## src/hw/pixel_defs.svh

```systemverilog
// pixel readout defines: address map, memory and FIFO depths, data identifiers
`ifndef PIXEL_DEFS_SVH
`define PIXEL_DEFS_SVH

// sequence generator registers and its playback memory
`define PIXEL_SEQ_BASE      16'h1000
`define PIXEL_SEQ_MEM_BASE  16'h1100

// capture status of the pixel shift register
`define PIXEL_RX_BASE       16'h0100

// fifo data bytes 0 to 3, word count at 4
`define PIXEL_FIFO_BASE     16'h0020

`define PIXEL_SEQ_DEPTH     256
`define PIXEL_FIFO_DEPTH    64
`define PIXEL_FIFO_NEAR     48

// identifiers in the top nibble of each readout word
`define PIXEL_ID_SR         4'b0010
`define PIXEL_ID_HIT        4'b0100

`endif

```

## src/hw/pixel_pkg.sv

```systemverilog
// pixel_pkg: bus, readout word, timestamp and sequencer state types
`default_nettype none

package pixel_pkg;

    // host bus
    typedef logic [15:0] bus_addr_t;
    typedef logic [7:0]  bus_data_t;

    // identifier in [31:28], payload below
    typedef logic [31:0] word_t;

    // whole-cycle hit time
    typedef logic [27:0] stamp_t;

    typedef enum logic [1:0] {
        SEQ_IDLE,
        SEQ_PLAY,
        SEQ_DONE
    } seq_state_t;

endpackage

`default_nettype wire

```

## src/hw/rr_arbiter.sv

```systemverilog
// rr_arbiter: round-robin merge of two word sources into one fifo write stream
`default_nettype none
`timescale 1ns/10ps

module rr_arbiter (
    input  wire                    bus_clk,
    input  wire                    reset,
    input  wire [1:0]              empty,
    output logic [1:0]             read,
    input  wire pixel_pkg::word_t [1:0] data_in,
    input  wire                    ready,
    output logic                   write,
    output pixel_pkg::word_t       data_out
);

    logic [1:0] req;
    logic last;

    // nothing granted while the fifo is full
    assign req = ~empty & {2{ready}};

    always_comb begin
        if (req == 2'b11) begin
            // both waiting, take the one not served last
            read = last ? 2'b01 : 2'b10;
        end else begin
            read = req;
        end
    end

    assign write    = |read;
    assign data_out = read[1] ? data_in[1] : data_in[0];

    always_ff @(posedge bus_clk) begin
        if (reset) begin
            last <= 1'b0;
        end else if (write) begin
            last <= read[1];
        end
    end

endmodule

`default_nettype wire

```

## config.mk

```make
export PLATFORM = sky130hd
export DESIGN_NAME = rr_arbiter
export DESIGN_NICKNAME = d
export VERILOG_FILES = /design/src/hw/pixel_defs.svh /design/src/hw/pixel_pkg.sv /design/src/hw/rr_arbiter.sv
export SDC_FILE = /design/constraint.sdc
export NUM_CORES = 1
export LEC_CHECK = 0
export BUFFER_PORTS_ARGS = -buffer_cell sky130_fd_sc_hd__buf_2
export CAP_MARGIN = 20
export CORE_UTILIZATION = 29
export DETAILED_ROUTE_END_ITERATION = 6
export PLACE_DENSITY = 0.86
export SETUP_SLACK_MARGIN = 0.4
export SLEW_MARGIN = 10
export SYNTH_ARGS = -nofsm -noshare
export SYNTH_HDL_FRONTEND = slang
export SYNTH_SLANG_ARGS = --single-unit
```

## constraint.sdc

```tcl
create_clock -name bus_clk -period 2.23 [get_ports bus_clk]
set_input_delay 0.446 -clock bus_clk [delete_from_list [all_inputs] [get_ports bus_clk]]
set_output_delay 0.446 -clock bus_clk [all_outputs]
set_load 0.05 [all_outputs]
```

=== After elaboration in Yosys (flattened, before gate mapping) ===
Index checks and enable logic that the tools add are counted.

* Flip-flop bits (word level): 1
* Input port bits: 69
* Output and inout port bits: 35
* Word-level logic and storage cells: 8

* Eq/ne operators: 1
* Mux-type cells: 3
* Bitwise operators: 2
* Reductions and logical operators: 1

{| class="wikitable"
|+ Operators by type and width
! kind !! count
|-
| $mux W32 || 1
|-
| $mux W2 || 2
|-
| $and A2 B2 Y2 || 1
|-
| $eq A2 B2 Y1 const B || 1
|-
| $not A2 Y2 || 1
|-
| $reduce_or A2 Y1 || 1
|}

=== Depth between registers and ports, before layout ===
* Word-level depth: 5
* Depth in mapped cells: 4
* Gate-level depth less buffers: 3

=== Least setup slack after synthesis ===
OpenSTA, ideal clock, no wires.

* Path kind: in2out
* Start point: in empty[1]
* End point: out read[0]
* Arrival time: 1.623 ns
* Data required time: 1.784 ns
* Slack: 0.161 ns
* Cell stages on the path: 2
* Buffers on the path: 0
* Cells stage by stage: nor2_1 nor3b_1

* Longest elaborated chain between the ends: 4

{| class="wikitable"
|+ Ends and longest elaborated chain
! element !! line !! text
|-
| start, declared || rr_arbiter.sv:8 || <nowiki>input wire [1:0] empty,</nowiki>
|-
| $not A2 Y2 || rr_arbiter.sv:20 || <nowiki>assign req = ~empty & {2{ready}};</nowiki>
|-
| $and A2 B2 Y2 || rr_arbiter.sv:20 ||
|-
| $eq A2 B2 Y1 || rr_arbiter.sv:23 || <nowiki>if (req == 2'b11) begin</nowiki>
|-
| $mux W2 || rr_arbiter.sv:23 ||
|-
| end, declared || rr_arbiter.sv:9 || <nowiki>output logic [1:0] read,</nowiki>
|}

No other way between the ends.

=== Worst setup path after layout ===
* Start point: in ready
* End point: out data_out[28]

* Longest elaborated chain between the ends: 4

{| class="wikitable"
|+ Ends and longest elaborated chain
! element !! line !! text
|-
| start, declared || rr_arbiter.sv:11 || <nowiki>input wire ready,</nowiki>
|-
| $and A2 B2 Y2 * || rr_arbiter.sv:20 ||
|-
| $eq A2 B2 Y1 || rr_arbiter.sv:23 ||
|-
| $mux W2 * || rr_arbiter.sv:23 ||
|-
| $mux W32 * || rr_arbiter.sv:32 || <nowiki>assign data_out = read[1] ? data_in[1] : data_in[0];</nowiki>
|-
| end, declared || rr_arbiter.sv:13 || <nowiki>output pixel_pkg::word_t data_out</nowiki>
|}

Every way passes the cells marked *; elsewhere a longest branch is shown, timed or not.

==> impl_metrics.tcl <==
set metrics [dict create \
    numPortBuffers 103 \
    grt_max_degree 18 \
    drc 0 \
    grt_pass1_wl_microns 2180 \
    wl_met3_microns 196 \
    netlist_area_sq_um 591 \
    reg_top3 "last (1)" \
    nets 222 \
    ys_types 12 \
    whs_path_depth 2 \
    antenna_cells 0 \
    drt-pass1-iter-count 3 \
    crit_type "input port to primary output" \
    synthArstFlopShare 0 \
    synth_top_area_frac 0.737 \
    slew_viol_final 0 \
    initial_core_util 0.324 \
    r2r-end "last$_SDFFE_PP0P_" \
    ys_seq_area_frac 0.0339 \
    start_kind "input port" \
    via_per_inst 4.39 \
    hold_viol 0 \
    p_leak_nw 0.822 \
    num_io_pins 104 \
    maxCapViolCount 0 \
    fin_util 0.734 \
    fillers 137 \
    hold_class "register to register" \
    die_x_microns 47.1 \
    wl_met1_microns 643 \
    place_area_sq_um 1140 \
    drt_iter0_drc 4 \
    grt_overflow_total 0 \
    synthCells 46 \
    fin_crit_ns 2.07 \
    dpl.hpwl_microns 1850 \
    clkTransAtPathRegs_ns 0 \
    insertion_delay_ns 0 \
    skew_ns 0 \
    pre_cts_slack_ns 0.0704 \
    r2r_slack_ns 1.53 \
    syn_avg_cell_area_sq_um 12.8 \
    rows 15 \
    max_freq_ghz 0.484 \
    synth_area_leaders "mux2_4 (74%), buf_6 (5.7%), mux2_2 (5.7%)" \
    routed.top_layer "met3" \
    cp.arrival_ns 1.62 \
    die_h_microns 47.1 \
    synth-seq-cells 1 \
    drive_gt1_frac 0.947 \
    endpoint "data_out[28]" \
    period_share 0.927 \
    ys.flop_type "dfxtp_1" \
    setup_viol 0 \
    rsz0062_at_grt "true" \
    status "complete, no violations" \
    wl_met2_microns 1440 \
    routed-via-count 773 \
    gp_congestion 0.657 \
    startpoint "ready" \
    largest_reg_flops 1 \
    yosysWarnings 0 \
    setup_slack_ns 0.162 \
    synth-edff-count 0 \
    syn2layout_area_growth_pct 126 \
    wl_microns 2280 \
    final_cell_area_sq_um 1340 \
    top_register "last" \
    crit_slowest_cell "mux2_4" \
    r2r-start "last$_SDFFE_PP0P_" \
    setup_tns_ns 0 \
    worst_r2r_path_depth 3 \
    grt_pass1_vias 614 \
    cp.required_ns 1.78 \
    slew_headroom 0.800 \
    avgRoutedWirePerCell_microns 12.9 \
    power_density_nw_per_um2 359 \
    coreArea_sq_um 1820 \
    synth_top_cell_by_area "mux2_4" \
    path_max_fanout 16 \
    end_kind "primary output" \
    synth_fp_nets 115 \
    vdd.ir_drop.worst_uv 219 \
    grt_usage 0.132 \
    die-area_sq_um 2220 \
    synth_common_cells "mux2_4 (29), buf_6 (3), mux2_2 (3)" \
    tightest_slew_ns 0.299 \
    postCtsHoldBufs 0 \
    final_antenna_net_count 0 \
    crit_chain "buf_6, and2b_2, o21ai_4, buf_12, mux2_4, buf_2" \
    cpPeakStageDelay_ns 0.31 \
    synth_most_common_cell "mux2_4" \
    antenna_found_initial 0 \
]
[report_power, final]
part           total (mW)  switching (mW)  internal [mW]
registers          0.0209         0.00131         0.0196
logic               0.459           0.259          0.200
clock network           0               0              0
total               0.480           0.260          0.220
[worst min path at each step]
stage,start,to,slack (ns)
3_5_place_dp,last$_SDFFE_PP0P_,last$_SDFFE_PP0P_,0.58
3_3_place_gp,last$_SDFFE_PP0P_,last$_SDFFE_PP0P_,0.57
6_report,last$_SDFFE_PP0P_,last$_SDFFE_PP0P_,0.58
5_1_grt,reset,last$_SDFFE_PP0P_,0.63
2_1_floorplan,reset,last$_SDFFE_PP0P_,0.52
4_1_cts,last$_SDFFE_PP0P_,last$_SDFFE_PP0P_,0.58
[worst max-delay path: cells and delay by family]
family	cells	cell delay, ns
AO/OA/AOI/OAI	1	0.13
AND/OR/NAND/NOR	1	0.21
buffers and inverters	3	0.52
multiplexers	1	0.31
[stage by stage]
stage | std cells | hold slack [ns] | power [mW]
3_3_place_gp | 173 | 0.571 | 0.415
5_1_grt | 176 | 0.633 | 0.499
3_5_place_dp | 173 | 0.576 | 0.423
4_1_cts | 173 | 0.576 | 0.425
6_report | 176 | 0.578 | 0.480
2_1_floorplan | 46 | 0.518 | 0.318
[logic make-up after synthesis]
kind of cell           Yosys count  synth area share
muxes                           32             0.794
buffers and inverters            5            0.0699
AOI/OAI and AO/OA                3            0.0487
and+or+nand+nor                  5            0.0530
DFF                              1            0.0339
[cell usage in the layout, fill, tap and decap left out]
cell type,n
dfxtp_1,1
nor2_1,2
clkbuf_16,2
buf_4,1
mux2_2,1
buf_12,2
buf_6,16
and2b_2,1
nand3b_1,1
a21boi_1,1
o21ai_4,1
buf_8,2
mux2_4,31
inv_1,2
clkbuf_4,1
nor3b_2,1
o21ai_0,1
buf_2,84
[layer usage]
metal,global-route usage,vias to the layer above
met3,0,0
met4,0.0171,0
met1,0.0982,344
met2,0.339,49
li1,-,380
met5,0,-
[layout make-up]
cell class,count,area (sq um),area share
repair buffers,108,736,0.551
flip-flops and latches,1,20.0,0.0150
inverters,2,7.51,0.00562
well taps,25,31.3,0.0234
multi-input cells,40,542,0.405
[repair_timing]
item                                    in CTS  in global routing
endpoints found under the setup margin      33                 33
setup buffers                                0                  1
gates resized for setup                      2                 56
pin swaps                                    0                  0
cloned                                       0                  2
Power figures use the tool's default switching activity.
