File: src/hw/pixel_defs.svh
// pixel readout defines: address map, memory and FIFO depths, data identifiers
`ifndef PIXEL_DEFS_SVH
`define PIXEL_DEFS_SVH

// sequence generator registers and its playback memory
`define PIXEL_SEQ_BASE      16'h1000
`define PIXEL_SEQ_MEM_BASE  16'h1100

// capture status of the pixel shift register
`define PIXEL_RX_BASE       16'h0100

// fifo data bytes 0 to 3, word count at 4
`define PIXEL_FIFO_BASE     16'h0020

`define PIXEL_SEQ_DEPTH     256
`define PIXEL_FIFO_DEPTH    64
`define PIXEL_FIFO_NEAR     48

// identifiers in the top nibble of each readout word
`define PIXEL_ID_SR         4'b0010
`define PIXEL_ID_HIT        4'b0100

`endif

File: src/hw/pixel_pkg.sv
// pixel_pkg: bus, readout word, timestamp and sequencer state types
`default_nettype none

package pixel_pkg;

    // host bus
    typedef logic [15:0] bus_addr_t;
    typedef logic [7:0]  bus_data_t;

    // identifier in [31:28], payload below
    typedef logic [31:0] word_t;

    // whole-cycle hit time
    typedef logic [27:0] stamp_t;

    typedef enum logic [1:0] {
        SEQ_IDLE,
        SEQ_PLAY,
        SEQ_DONE
    } seq_state_t;

endpackage

`default_nettype wire

File: src/hw/hit_stamp.sv
// hit stamp source tagging rising hit_or edges with a free-running timestamp
`default_nettype none
`timescale 1ns/10ps
`include "pixel_defs.svh"

module hit_stamp (
    input  wire              bus_clk,
    input  wire              reset,
    input  wire              hit_or,
    output logic             empty,
    input  wire              read,
    output pixel_pkg::word_t data
);

    pixel_pkg::stamp_t stamp;
    logic [2:0] hit_sync;
    logic rise;
    logic load;

    // two sync flops and a third one for the edge
    assign rise = hit_sync[1] && !hit_sync[2];
    // a hit while the last word is still pending is dropped
    assign load = rise && (empty || read);

    always_ff @(posedge bus_clk) begin
        if (load) begin
            data <= {`PIXEL_ID_HIT, stamp};
        end
    end

    always_ff @(posedge bus_clk) begin
        if (reset) begin
            stamp    <= '0;
            hit_sync <= '0;
            empty    <= 1'b1;
        end else begin
            stamp    <= stamp + 1'b1;
            hit_sync <= {hit_sync[1:0], hit_or};
            if (read) begin
                empty <= 1'b1;
            end
            if (load) begin
                empty <= 1'b0;
            end
        end
    end

endmodule

`default_nettype wire

File: config.mk
export PLATFORM = sky130hd
export DESIGN_NAME = hit_stamp
export DESIGN_NICKNAME = d
export VERILOG_FILES = /design/src/hw/pixel_pkg.sv /design/src/hw/hit_stamp.sv
export VERILOG_INCLUDE_DIRS = /design/src /design/src/hw
export SDC_FILE = /design/constraint.sdc
export NUM_CORES = 1
export LEC_CHECK = 0
export BUFFER_PORTS_ARGS = -buffer_cell sky130_fd_sc_hd__buf_4
export CAP_MARGIN = 20
export CELL_PAD_IN_SITES_DETAIL_PLACEMENT = 0
export CELL_PAD_IN_SITES_GLOBAL_PLACEMENT = 1
export CORE_UTILIZATION = 43
export CTS_BUF_LIST = sky130_fd_sc_hd__clkbuf_16
export DETAILED_ROUTE_END_ITERATION = 8
export PLACE_DENSITY = 0.74
export SKIP_LAST_GASP = 1
export SLEW_MARGIN = 20
export SYNTH_ARGS = -nofsm -noshare
export SYNTH_HDL_FRONTEND = slang
export SYNTH_SLANG_ARGS = --single-unit
File: constraint.sdc
create_clock -name bus_clk -period 3 [get_ports bus_clk]
set_input_delay 0.15 -clock bus_clk [delete_from_list [all_inputs] [get_ports bus_clk]]
set_output_delay 0.15 -clock bus_clk [all_outputs]
set_load 0.02 [all_outputs]
* Word-level counts from Yosys, hierarchy flattened *
Index checks and enable logic that the tools add are counted.

storage, ports and cells
  word-level logic and storage cells = 12
  output and inout port bits = 33
  input bits = 4
  register bits = 60

cells by class
  add/sub/neg operators = 1
  reduce and logical (&&, ||, !) cells = 5
  multiplexer cells = 2

operator list
  cell                   number
  $add 28x1->28 const B  1
  $logic_and 1x1->1      2
  $mux 1                 2
  $reduce_bool 2->1      1
  $logic_not 1->1        1
  $logic_or 1x1->1       1

* Depth between registers and ports, before layout *
  word-level depth = 4
  gate-level depth with buffers = 6
  mapped depth without buffers = 5

* Worst setup path before layout *
No wires, ideal clock.

  path kind = register to register
  start point = reg empty
  end point = reg data[0] (enable)
  buffers on the path = 0
  arrival time = 1.799 ns
  path slack = 0.785 ns
  required time = 2.584 ns
  clock period less this slack = 2.215 ns
  cell stages (with the launch flop) = 3
  cells stage by stage = dfxtp_1 -> nor2_1 -> nor2b_1

on the way
  longest elaborated chain between the ends = 2

ends and longest elaborated chain
  element                 RTL line         text
  start, declared         hit_stamp.sv:10  output logic empty,
  start signal, assigned  hit_stamp.sv:35  empty <= 1'b1;
  start signal, assigned  hit_stamp.sv:40  empty <= 1'b1;
  start signal, assigned  hit_stamp.sv:43  empty <= 1'b0;
  $logic_or 1x1->1        hit_stamp.sv:23  assign load = rise && (empty || read);
  $logic_and 1x1->1       hit_stamp.sv:23
  net load                hit_stamp.sv:18  logic load;
  end signal, assigned    hit_stamp.sv:27  data <= {`PIXEL_ID_HIT, stamp};
  end, declared           hit_stamp.sv:12  output pixel_pkg::word_t data

The timed path passes the listed nets, and every way through them passes these cells.
A chain may end at the register's enable or synchronous reset.

* Final worst setup path *
  start point = reg stamp[2]
  end point = reg stamp[17]

on the way
  longest elaborated chain between the ends = 1

ends and longest elaborated chain
  element                 RTL line         text
  start, declared         hit_stamp.sv:15  pixel_pkg::stamp_t stamp;
  start signal, assigned  hit_stamp.sv:37  stamp <= stamp + 1'b1;
  $add 28x1->28           hit_stamp.sv:37

Every way passes these cells.

==> metrics.cfg <==
[outcome]
status=complete, no violations

[pwr]
max-vdd-ir-drop_mv=0.4788
sequentialPowerShare_pct=44.3
p_per_area_mw_per_mm2=701.6
switching_share_pct=19.13
internal-power_w=0.001602
finalPower_w=0.001981
p_switching_w=0.0003790
p_clk_share_pct=52.9
combPwrFrac_pct=2.8
p_leak_nw=0.9934

[critical_path]
crit_fanout=17
critical_path_class=reg2reg
r2r-end=stamp[17]$_SDFF_PP0_
worst_ep_required_time_ps=3240
reg2reg_depth=4
worstSetupStartpointType=flop
r2r-start=stamp[2]$_SDFF_PP0_
regToRegSetupSlack_ps=810
endpoint_kind=flop
crit_arrival_ps=2430

[timing]
fin_crit_sh_pct=73.00
max_freq_mhz=456.6
period_minus_slack_ps=2190
setup_tns_ps=0
slew_violations=0
maxSlewHeadroom_pct=49.28
timing.hold.ws_ps=41.83
hold_violations=0
rsz0062_at_grt=no
setup_viol=0
tightest_slew_ps=757.4
fin_worst_skew_ps=5.809

[place]
hpwlAfterDp_mm=2.724
portBuffers=32
placed_cells=279
place_congestion=0.7454

[cts]
clk_latency_ps=320
cts_inserted_buffers=9
clock_tree.root_cell=clkbuf_16
clkTransAtPathRegs_ps=50
post-cts-setup-buffers=0
cts_sinks=60
cts_buffer_depth=2
cts-htree-levels=3
cts_tree=yes
ctsHoldBuffers=0
ctsResizeCount=0

[route]
ant_nets=0
drt-initial-drc-count=81
drc=0
post_drt_wl_per_cell_microns=14.07
num_vias=1549
viasPerCell=5.251
drt_wl_total_mm=4.150
first_pass_iters=4

[floorplan]
die_w_microns=74.19
die-area_sq_mm=0.005504
initial_core_util_pct=45.92
coreArea_sq_mm=0.004880
placementRows=25
boundaryPins=37
die_h_microns=74.19

[finish]
layout.cells.non_filler=295
n_antenna_cell=0
fillers=442
final_nets=228
drive_gt1_share_pct=21.49
area.growth.synth_to_final_pct=26.02

[global_routing]
antenna_found_initial=0
grt_pass1_wl_mm=6.796
grt.total_usage_pct=17.31
grt_max_degree=33
grt-ovfl-total=0
first_global_vias=1421

[logic_synthesis]
yosysSeqAreaShare_pct=66.11
synth_seq_cells=60
synthCells=188
syn-cell-area_sq_mm=0.002241
synthDistinctLibCells=30
yosysWarningCount=0
syn_area_per_cell_sq_um=11.92

[hold_path]
hp-class=in2reg
hold_start=hit_or
hold_end=hit_sync[0]$_SDFF_PP0_
hold_path_depth=2

[job]
cap_viol_max_count=0

==> synthesized netlist by cell type, drive strengths merged <==
cell type  instances  share of area, %
conb               2              0.34
and4               3               1.2
or2                1              0.28
dfxtp             32                29
buf                6               2.1
nand3              9               2.2
o21ai              8               1.8
inv                3              0.50
o31ai              8               2.7
o21bai             1              0.34
nor3               2              0.45
xnor2              3               1.2
nand4              7               2.0
nor2              12               2.0
a21oi             16               3.6
xor2               7               2.7
clkbuf             5              0.84
nor2b              6               1.7
or4b               1              0.45
nand2              8               1.3
or4                8               2.7
and3               2              0.56
and2               1              0.28
or3                8               2.2
edfxtp            28                38
ha                 1              0.56
==> through the flow <==
step | setup WS (ps) | util (%) | instance area [sq um]
CTS | 808.7 | 57.87 | 2824
floorplan | 784.5 | - | 2248
detailed placement | 816.2 | 51.59 | 2517
global placement | 927.6 | 51.59 | 2517
finish | 810.1 | 57.87 | 2824
global route | 633.9 | 57.87 | 2824
==> worst max-delay path by stage <==
stage                        start              endpoint  slack [ps]  depth (start not counted)
6_report       stamp[2]$_SDFF_PP0_  stamp[17]$_SDFF_PP0_         810                          4
2_1_floorplan   empty$_SDFFE_PP1P_     data[0]$_DFFE_PP_         780                          2
3_5_place_dp   stamp[2]$_SDFF_PP0_  stamp[17]$_SDFF_PP0_         820                          4
5_1_grt        stamp[2]$_SDFF_PP0_  stamp[25]$_SDFF_PP0_         630                          4
4_1_cts        stamp[2]$_SDFF_PP0_  stamp[17]$_SDFF_PP0_         810                          4
3_3_place_gp   stamp[2]$_SDFF_PP0_  stamp[17]$_SDFF_PP0_         930                          4
==> cell type report <==
cell class,instances,area [sq um],area share (%)
sequential,60,1481,52.46
clock buffer,9,225.2,7.975
timing repair buffer,33,247.7,8.773
clock inverter,7,81.33,2.880
multi-input combinational,116,693.2,24.55
tap,67,83.83,2.969
inverter,3,11.26,0.3988
==> power groups by stage <==
stage / logic (W) / clock network, W / registers (W)
4_1_cts: 0.0000566 / 0.00106 / 0.000877
3_5_place_dp: 0.0000562 / 0 / 0.000893
2_1_floorplan: 0.0000248 / 0 / 0.000904
3_3_place_gp: 0.0000550 / 0 / 0.000892
6_report: 0.0000562 / 0.00105 / 0.000877
5_1_grt: 0.0000601 / 0.00110 / 0.000878
==> routing by layer <==
metal	routed length [microns]	vias up	global-route usage (%)
met5	0	-	0
met4	104	0	11.54
met3	161	12	5.285
met2	1907	40	24.95
met1	1977	738	22.46
li1	-	759	-
==> cells in the final DEF, fill, tap and decap left out <==
cell       count
bufinv_16      2
inv_1          3
clkbuf_16      9
o21ai_0        6
and4_1         3
and2_1         1
nand3_2        1
o21bai_1       1
nand3_1        8
nor3_1         2
or4_1          8
nor2b_2        1
buf_4         33
or2_2          1
xnor2_1        3
o31ai_1        8
and3_1         2
nor2b_1        5
conb_1         4
dfxtp_1       32
nand2_1        8
clkinv_1       3
or4b_1         1
a21oi_1       16
or3_1          8
edfxtp_1      28
o21ai_1        2
ha_1           1
xor2_1         7
nor2_1        12
nand4_1        7
clkinv_2       2
==> sequential cells by signal, indices dropped and copies added (netlist names) <==
| name | flops |
|---|---|
| empty | 1 |
| data | 28 |
| hit_sync | 3 |
| stamp | 28 |
==> worst max-delay path, stage by stage (launching register included) <==
cell	delay, ps
dfxtp_1	430
nand3_2	140
or4b_1	790
or4_1	580
a21oi_1	170
==> cell families after synthesis <==
family,after synthesis,synth area share [%]
other cells,2,0.3351
fa+ha+maj,1,0.5583
buf+inv,14,3.406
compound gates,33,8.376
xor+xnor,10,3.909
simple gates,68,17.31
flops,60,66.11
Power figures use the tool's default switching activity.
