File: src/hw/pixel_defs.svh
// pixel readout defines: address map, memory and FIFO depths, data identifiers
`ifndef PIXEL_DEFS_SVH
`define PIXEL_DEFS_SVH

// sequence generator registers and its playback memory
`define PIXEL_SEQ_BASE      16'h1000
`define PIXEL_SEQ_MEM_BASE  16'h1100

// capture status of the pixel shift register
`define PIXEL_RX_BASE       16'h0100

// fifo data bytes 0 to 3, word count at 4
`define PIXEL_FIFO_BASE     16'h0020

`define PIXEL_SEQ_DEPTH     256
`define PIXEL_FIFO_DEPTH    64
`define PIXEL_FIFO_NEAR     48

// identifiers in the top nibble of each readout word
`define PIXEL_ID_SR         4'b0010
`define PIXEL_ID_HIT        4'b0100

`endif

File: src/hw/pixel_pkg.sv
// pixel_pkg: bus, readout word, timestamp and sequencer state types
`default_nettype none

package pixel_pkg;

    // host bus
    typedef logic [15:0] bus_addr_t;
    typedef logic [7:0]  bus_data_t;

    // identifier in [31:28], payload below
    typedef logic [31:0] word_t;

    // whole-cycle hit time
    typedef logic [27:0] stamp_t;

    typedef enum logic [1:0] {
        SEQ_IDLE,
        SEQ_PLAY,
        SEQ_DONE
    } seq_state_t;

endpackage

`default_nettype wire

File: src/hw/seq_gen.sv
// seq_gen: sequence memory loaded over the bus and played out one byte per cycle
`default_nettype none
`timescale 1ns/10ps
`include "pixel_defs.svh"

module seq_gen (
    input  wire                  bus_clk,
    input  wire                  reset,
    input  wire pixel_pkg::bus_addr_t bus_addr,
    input  wire pixel_pkg::bus_data_t bus_wr_data,
    input  wire                  bus_wr,
    input  wire                  bus_rd,
    output pixel_pkg::bus_data_t bus_rd_data,
    output logic [7:0]           seq_out
);

    localparam int AW = $clog2(`PIXEL_SEQ_DEPTH);
    localparam pixel_pkg::bus_addr_t REG_BASE = `PIXEL_SEQ_BASE;
    localparam pixel_pkg::bus_addr_t MEM_BASE = `PIXEL_SEQ_MEM_BASE;
    localparam pixel_pkg::bus_addr_t MEM_SIZE = `PIXEL_SEQ_DEPTH;

    logic [7:0] mem [`PIXEL_SEQ_DEPTH];
    pixel_pkg::seq_state_t state;
    pixel_pkg::bus_addr_t mem_off;
    pixel_pkg::bus_data_t seq_len;
    logic [AW-1:0] play_addr;
    logic reg_sel;
    logic mem_sel;
    logic start;

    assign mem_off = bus_addr - MEM_BASE;
    assign mem_sel = mem_off < MEM_SIZE;
    assign reg_sel = bus_addr[15:4] == REG_BASE[15:4];
    assign start   = bus_wr && reg_sel && bus_addr[3:0] == 4'd0;

    always_ff @(posedge bus_clk) begin
        if (bus_wr && mem_sel) begin
            mem[mem_off[AW-1:0]] <= bus_wr_data;
        end
    end

    always_ff @(posedge bus_clk) begin
        if (reset) begin
            seq_len <= '0;
        end else if (bus_wr && reg_sel && bus_addr[3:0] == 4'd1) begin
            seq_len <= bus_wr_data;
        end
    end

    // start lands in play, first byte registered on the following edge
    always_ff @(posedge bus_clk) begin
        if (reset) begin
            state     <= pixel_pkg::SEQ_IDLE;
            play_addr <= '0;
            seq_out   <= '0;
        end else begin
            seq_out <= '0;
            if (start) begin
                play_addr <= '0;
                state     <= (seq_len == '0) ? pixel_pkg::SEQ_DONE : pixel_pkg::SEQ_PLAY;
            end else if (state == pixel_pkg::SEQ_PLAY) begin
                seq_out   <= mem[play_addr];
                play_addr <= play_addr + 1'b1;
                if (play_addr == AW'(seq_len - 8'd1)) begin
                    state <= pixel_pkg::SEQ_DONE;
                end
            end
        end
    end

    // reg 0 busy, reg 1 length, reg 2 done
    always_ff @(posedge bus_clk) begin
        if (reset) begin
            bus_rd_data <= '0;
        end else if (bus_rd && mem_sel) begin
            bus_rd_data <= mem[mem_off[AW-1:0]];
        end else if (bus_rd && reg_sel) begin
            case (bus_addr[3:0])
                4'd0:    bus_rd_data <= {7'd0, state == pixel_pkg::SEQ_PLAY};
                4'd1:    bus_rd_data <= seq_len;
                4'd2:    bus_rd_data <= {7'd0, state == pixel_pkg::SEQ_DONE};
                default: bus_rd_data <= '0;
            endcase
        end else begin
            bus_rd_data <= '0;
        end
    end

endmodule

`default_nettype wire

File: config.mk
export PLATFORM = sky130hd
export DESIGN_NAME = seq_gen
export DESIGN_NICKNAME = d
export VERILOG_FILES = /design/src/hw/pixel_pkg.sv /design/src/hw/seq_gen.sv
export VERILOG_INCLUDE_DIRS = /design/src /design/src/hw
export SDC_FILE = /design/constraint.sdc
export NUM_CORES = 2
export LEC_CHECK = 0
export BUFFER_PORTS_ARGS = -buffer_cell sky130_fd_sc_hd__buf_4
export CAP_MARGIN = 0
export CORE_MARGIN = 1
export CORE_UTILIZATION = 55
export CTS_BUF_LIST = sky130_fd_sc_hd__clkbuf_4 sky130_fd_sc_hd__clkbuf_8
export CTS_CLUSTER_SIZE = 40
export DETAILED_ROUTE_END_ITERATION = 12
export PLACE_DENSITY_LB_ADDON = 0.05
export RECOVER_POWER = 25
export SLEW_MARGIN = 40
export SYNTH_ARGS = -nofsm -noshare
export SYNTH_HDL_FRONTEND = slang
export SYNTH_SLANG_ARGS = --single-unit
File: constraint.sdc
create_clock -name bus_clk -period 3.05 [get_ports bus_clk]
set_clock_uncertainty 0.15 [all_clocks]
set_input_delay 0.1525 -clock bus_clk [delete_from_list [all_inputs] [get_ports bus_clk]]
set_output_delay 0.1525 -clock bus_clk [all_outputs]
set_load 0.005 [all_outputs]
After elaboration in Yosys (flattened, before gate mapping) --
Memories as Yosys holds them, arrays and structs flattened. A register that Yosys moved wholly into a read port is not among the register bits. Index checks and enable logic that the tools add are counted.
Cells by class: add/subtract/negate cells 3, magnitude comparators 1, equality and inequality tests 6, mux-type cells 9, bitwise logic cells 1, reductions and logical operators 13
Operator list (count):
- $pmux W8 S3 | 1
- $lt A16 B9 Y1 const B | 1
- $mux W8 | 2
- $sub A16 B13 Y16 const B | 1
- $eq A12 B9 Y1 const B | 1
- $add A8 B1 Y8 const B | 1
- $eq A8 B8 Y1 | 1
- $logic_not A8 Y1 | 1
- $mux W2 | 4
- $sub A8 B1 Y8 const B | 1
- $logic_and A1 B1 Y1 | 6
- $eq A4 B1 Y1 const B | 1
- $eq A4 B2 Y1 const B | 1
- $logic_not A4 Y1 | 1
- $reduce_bool A2 Y1 | 2
- $reduce_or A3 Y1 | 1
- $eq A2 B1 Y1 const B | 1
- $eq A2 B2 Y1 const B | 1
- $mux W1 | 2
- $reduce_and A2 Y1 | 1
- $reduce_or A2 Y1 | 1
- $not A1 Y1 | 1
Word-level totals: register bits 26, bits in writable memories 2048, input bits 28, output and inout port bits 16, word-level logic and storage cells 38, memories 1
Memory list:
- mem | words 256, bits a word 8, read ports 2, clocked after Yosys merged registers in 1, write ports 1, line seq_gen.sv:22 | logic [7:0] mem [`PIXEL_SEQ_DEPTH];

Logic depth before layout (Yosys ltp) --
word-level depth 5, mapped depth 13, gate-level depth less buffers 9

Least setup slack after synthesis --
Ideal clock, no wire load.
path type input -> register, start point input bus_addr[1], end point memory mem[105][0] (enable), library setup time 370 ps, arrival time 2341 ps, required time 2530 ps, path slack 189 ps, stages on the path 11, buffers on the path 6, cell sequence buf_4 -> buf_4 -> inv_1 -> buf_4 -> buf_2 -> buf_2 -> nand2_1 -> nor2_1 -> nand2_1 -> clkbuf_1 -> nor2_1
Between the ends: word-level cells in the longest chain between the ends 5
RTL lines:
- start: declaration | line seq_gen.sv:9 | input wire pixel_pkg::bus_addr_t bus_addr,
- $sub A16 B13 Y16 (*) | line seq_gen.sv:31 | assign mem_off = bus_addr - MEM_BASE;
- $lt A16 B9 Y1 | line seq_gen.sv:32 | assign mem_sel = mem_off < MEM_SIZE;
- $logic_and A1 B1 Y1 | line seq_gen.sv:37 | if (bus_wr && mem_sel) begin
- $mux W1 | line seq_gen.sv:37
- $mux W1 (not written as such) | line seq_gen.sv:38 | mem[mem_off[AW-1:0]] <= bus_wr_data;
- end: declaration | line seq_gen.sv:22
Mark *: on every way between the ends. The rest lies on a longest branch, timed or not.

==> results.ini <==
[timing]
setup-violations-final=10
fin_crit_ns=3.22
min_period_over_period_pct=105
clock.fmax_ghz=0.311
slew_headroom_pct=-57.8
final_hold_viol_count=0
maxSlewViolCount=663
fin_ws_ns=-0.166
rsz0062_at_grt=true
max_slew.worst_pin.slew_ns=2.37

[critical_path]
critPathRequiredTime_ns=3.87
cp.arrival_ns=4.04
criticalPathCategory=reg -> reg
worstSetupEndpointType=flip-flop
crit_fanout=8
cp-start-kind=flip-flop
crit_slowest_cell=mux4_2
slowest_delay_ns=0.52
cp_cell_sequence=buf_12 -> buf_12 -> buf_16 -> buf_8 -> mux4_2 -> a22oi_2 -> a21oi_2 -> a21oi_2 -> o21ai_2 -> o211ai_1 -> buf_4 -> o31ai_2

[clock_network]
cts_buffers=356
cts_root_buf=clkbuf_8
cts_tree=built
clock_latency_ns=1.12
clkSinkCount=2082
h-tree-depth=5
clk_pin_slew_ns=0.07
cts_buffer_depth=4

[cells_and_area]
layout_common_cells=2048 x edfxtp_1, 1072 x mux4_2, 1031 x buf_4, 368 x clkbuf_8, 328 x nor2_1
n_fill_cell=11900
area_delta_synth_final_pct=21.1
final_cells=8828
fin_area_sq_um=118000
layout_commonest_cell=edfxtp_1
drive_above_1_share_pct=46.4
final_nets=6254

[yosys]
synth-edff-count=2048
ys_types=79
ys.flop_type=edfxtp_1
synthArstFlopShare_pct=0
syn-num-nets=4987
yosys_warnings=0
ys_seq_elements=2082
synthesis.area_sq_um=97500
avgSynthCellArea_sq_um=19.7
synth_cells=4957
seq_area_frac_synth_pct=63.8

[worst_hold_path]
min_path_type=in -> reg

[drt]
drt_wl_total_mm=350
drtPass1Iterations=6
drtIter0Drc=10100
routed-via-count=62500
wire_per_inst_um=39.6
via_per_inst=7.08
ant_nets=0
drcViolationCount=0

[place]
port_buffers=43
dp_hpwl_mm=242
dpl_cell_area_sq_um=109000
dp.cells=8077
place.gp.congestion=1.02
pre_cts_ws_ns=-0.825

[grt]
grt_pass1_wl_mm=484
grt_max_degree=101
first_global_vias=61800
gr-usage-all-layers_pct=39.4
globalRouteOverflowTotal=0
antenna_found_initial=19

[pwr]
power_density_nw_per_um2=507
irDropWorstVdd_mv=0.567
leakage_nw=38.8
finalPower_w=0.0599

[die]
die_w_um=423
core-area_sq_um=176000
die_h_um=423
die_area_sq_um=179000
start_util_pct=55.3
ios=44
rows=154

[outcome]
run_status=complete, but fails checks
violations=capacitance limit, slew limit, setup timing

[flow_run]
drv_cap=8

## worst paths after layout
kind                            cells after the start  slack, ns              to          from
worst min register to register                      2       0.35        state[0]      state[0]
worst max-delay path                               12      -0.17      seq_out[7]  play_addr[0]
worst min-delay path                                9       0.11  bus_rd_data[7]   bus_addr[1]
worst max register to register                     12      -0.17      seq_out[7]  play_addr[0]
## cells in the mapped netlist (all sizes together) (17+ instances only)
library cell,n,area share (%)
edfxtp,2048,63
mux4,1072,25
nor2,336,1.3
buf,268,1.8
mux2i,219,2.2
nand2,183,0.71
clkbuf,127,0.49
a22oi,76,0.59
a21oi,65,0.33
o21ai,41,0.21
o22ai,41,0.26
nand3,39,0.20
nor2b,35,0.22
dfxtp,34,0.70
a221oi,33,0.30
a22o,33,0.30
a32oi,29,0.26
nor3,25,0.15
a211oi,23,0.18
mux2,17,0.20
## where the power goes
group / total (W) / switching, W / internal (W) / leakage (nW)
Clock: 0.0250 / 0.0115 / 0.0135 / 3.61
Combinational: 0.00343 / 0.00210 / 0.00133 / 16.5
Sequential: 0.0314 / 0.000000593 / 0.0314 / 18.7
Total: 0.0599 / 0.0136 / 0.0463 / 38.8
## metal layers
metal | up-vias | track usage, % | routed length (um)
met2 | 4918 | 56.4 | 153000
li1 | 24000 | - | -
met5 | - | 0 | 197
met1 | 32700 | 54.8 | 127000
met4 | 30 | 21.3 | 22200
met3 | 946 | 11.7 | 47500
## worst max-delay path, delay by kind of cell (launching register included)
family / cells / cell delay (ns)
AO/OA/AOI/OAI: 6 / 1.12
buffers and inverters: 5 / 0.87
multiplexers: 1 / 0.52
flip-flops: 1 / 0.40
## kinds of logic (layout without fill, tap and decap cells)
group / after synthesis / count (layout) / synth area share (%)
flip-flops: 2082 / 2082 / 63.8
XOR/XNOR: 18 / 18 / 0.162
AO/OA/AOI/OAI: 454 / 454 / 3.42
adder cells (fa/ha/maj): 2 / 2 / 0.0257
other: 0 / 4 / 0
buffers and inverters: 412 / 1939 / 2.38
AND/OR/NAND/NOR: 681 / 681 / 3.02
multiplexers: 1308 / 1308 / 27.2
## per-stage QoR
step	util, %	hold slack (ns)	TNS (ns)
6_report	67.0	0.107	-0.767
3_5_place_dp	62.0	0.322	-7.18
5_1_grt	67.0	0.0585	-0.884
3_3_place_gp	62.0	0.318	-7.53
4_1_cts	66.8	0.00319	-0.214
2_1_floorplan	-	0.101	0
## what timing repair did
item                       in CTS  in global routing
setup endpoints to repair      11                 17
gates cloned                    6                  1
hold endpoints to repair     2484                 17
resized for setup             120                 62
hold buffers                   52                  1
pin swaps                      26                 28
setup buffers                  42                 37
## layout make-up
class                      instances  area (sq um)  share of cell area (%)
clock inverter                   137           900                   0.762
sequential                      2082         62200                    52.7
multi-input combinational       2463         33700                    28.6
inverter                          16          68.8                  0.0583
timing repair buffer            1305         12300                    10.4
tap                             2340          2930                    2.48
antenna                            4          10.0                 0.00848
clock buffer                     481          5910                    5.01
## flip-flops by register name, indices dropped and copies added, names as in the netlist
name	flops
mem	2048
bus_rd_data	8
play_addr	8
seq_len	8
seq_out	8
state	2
Power figures use the tool's default switching activity.
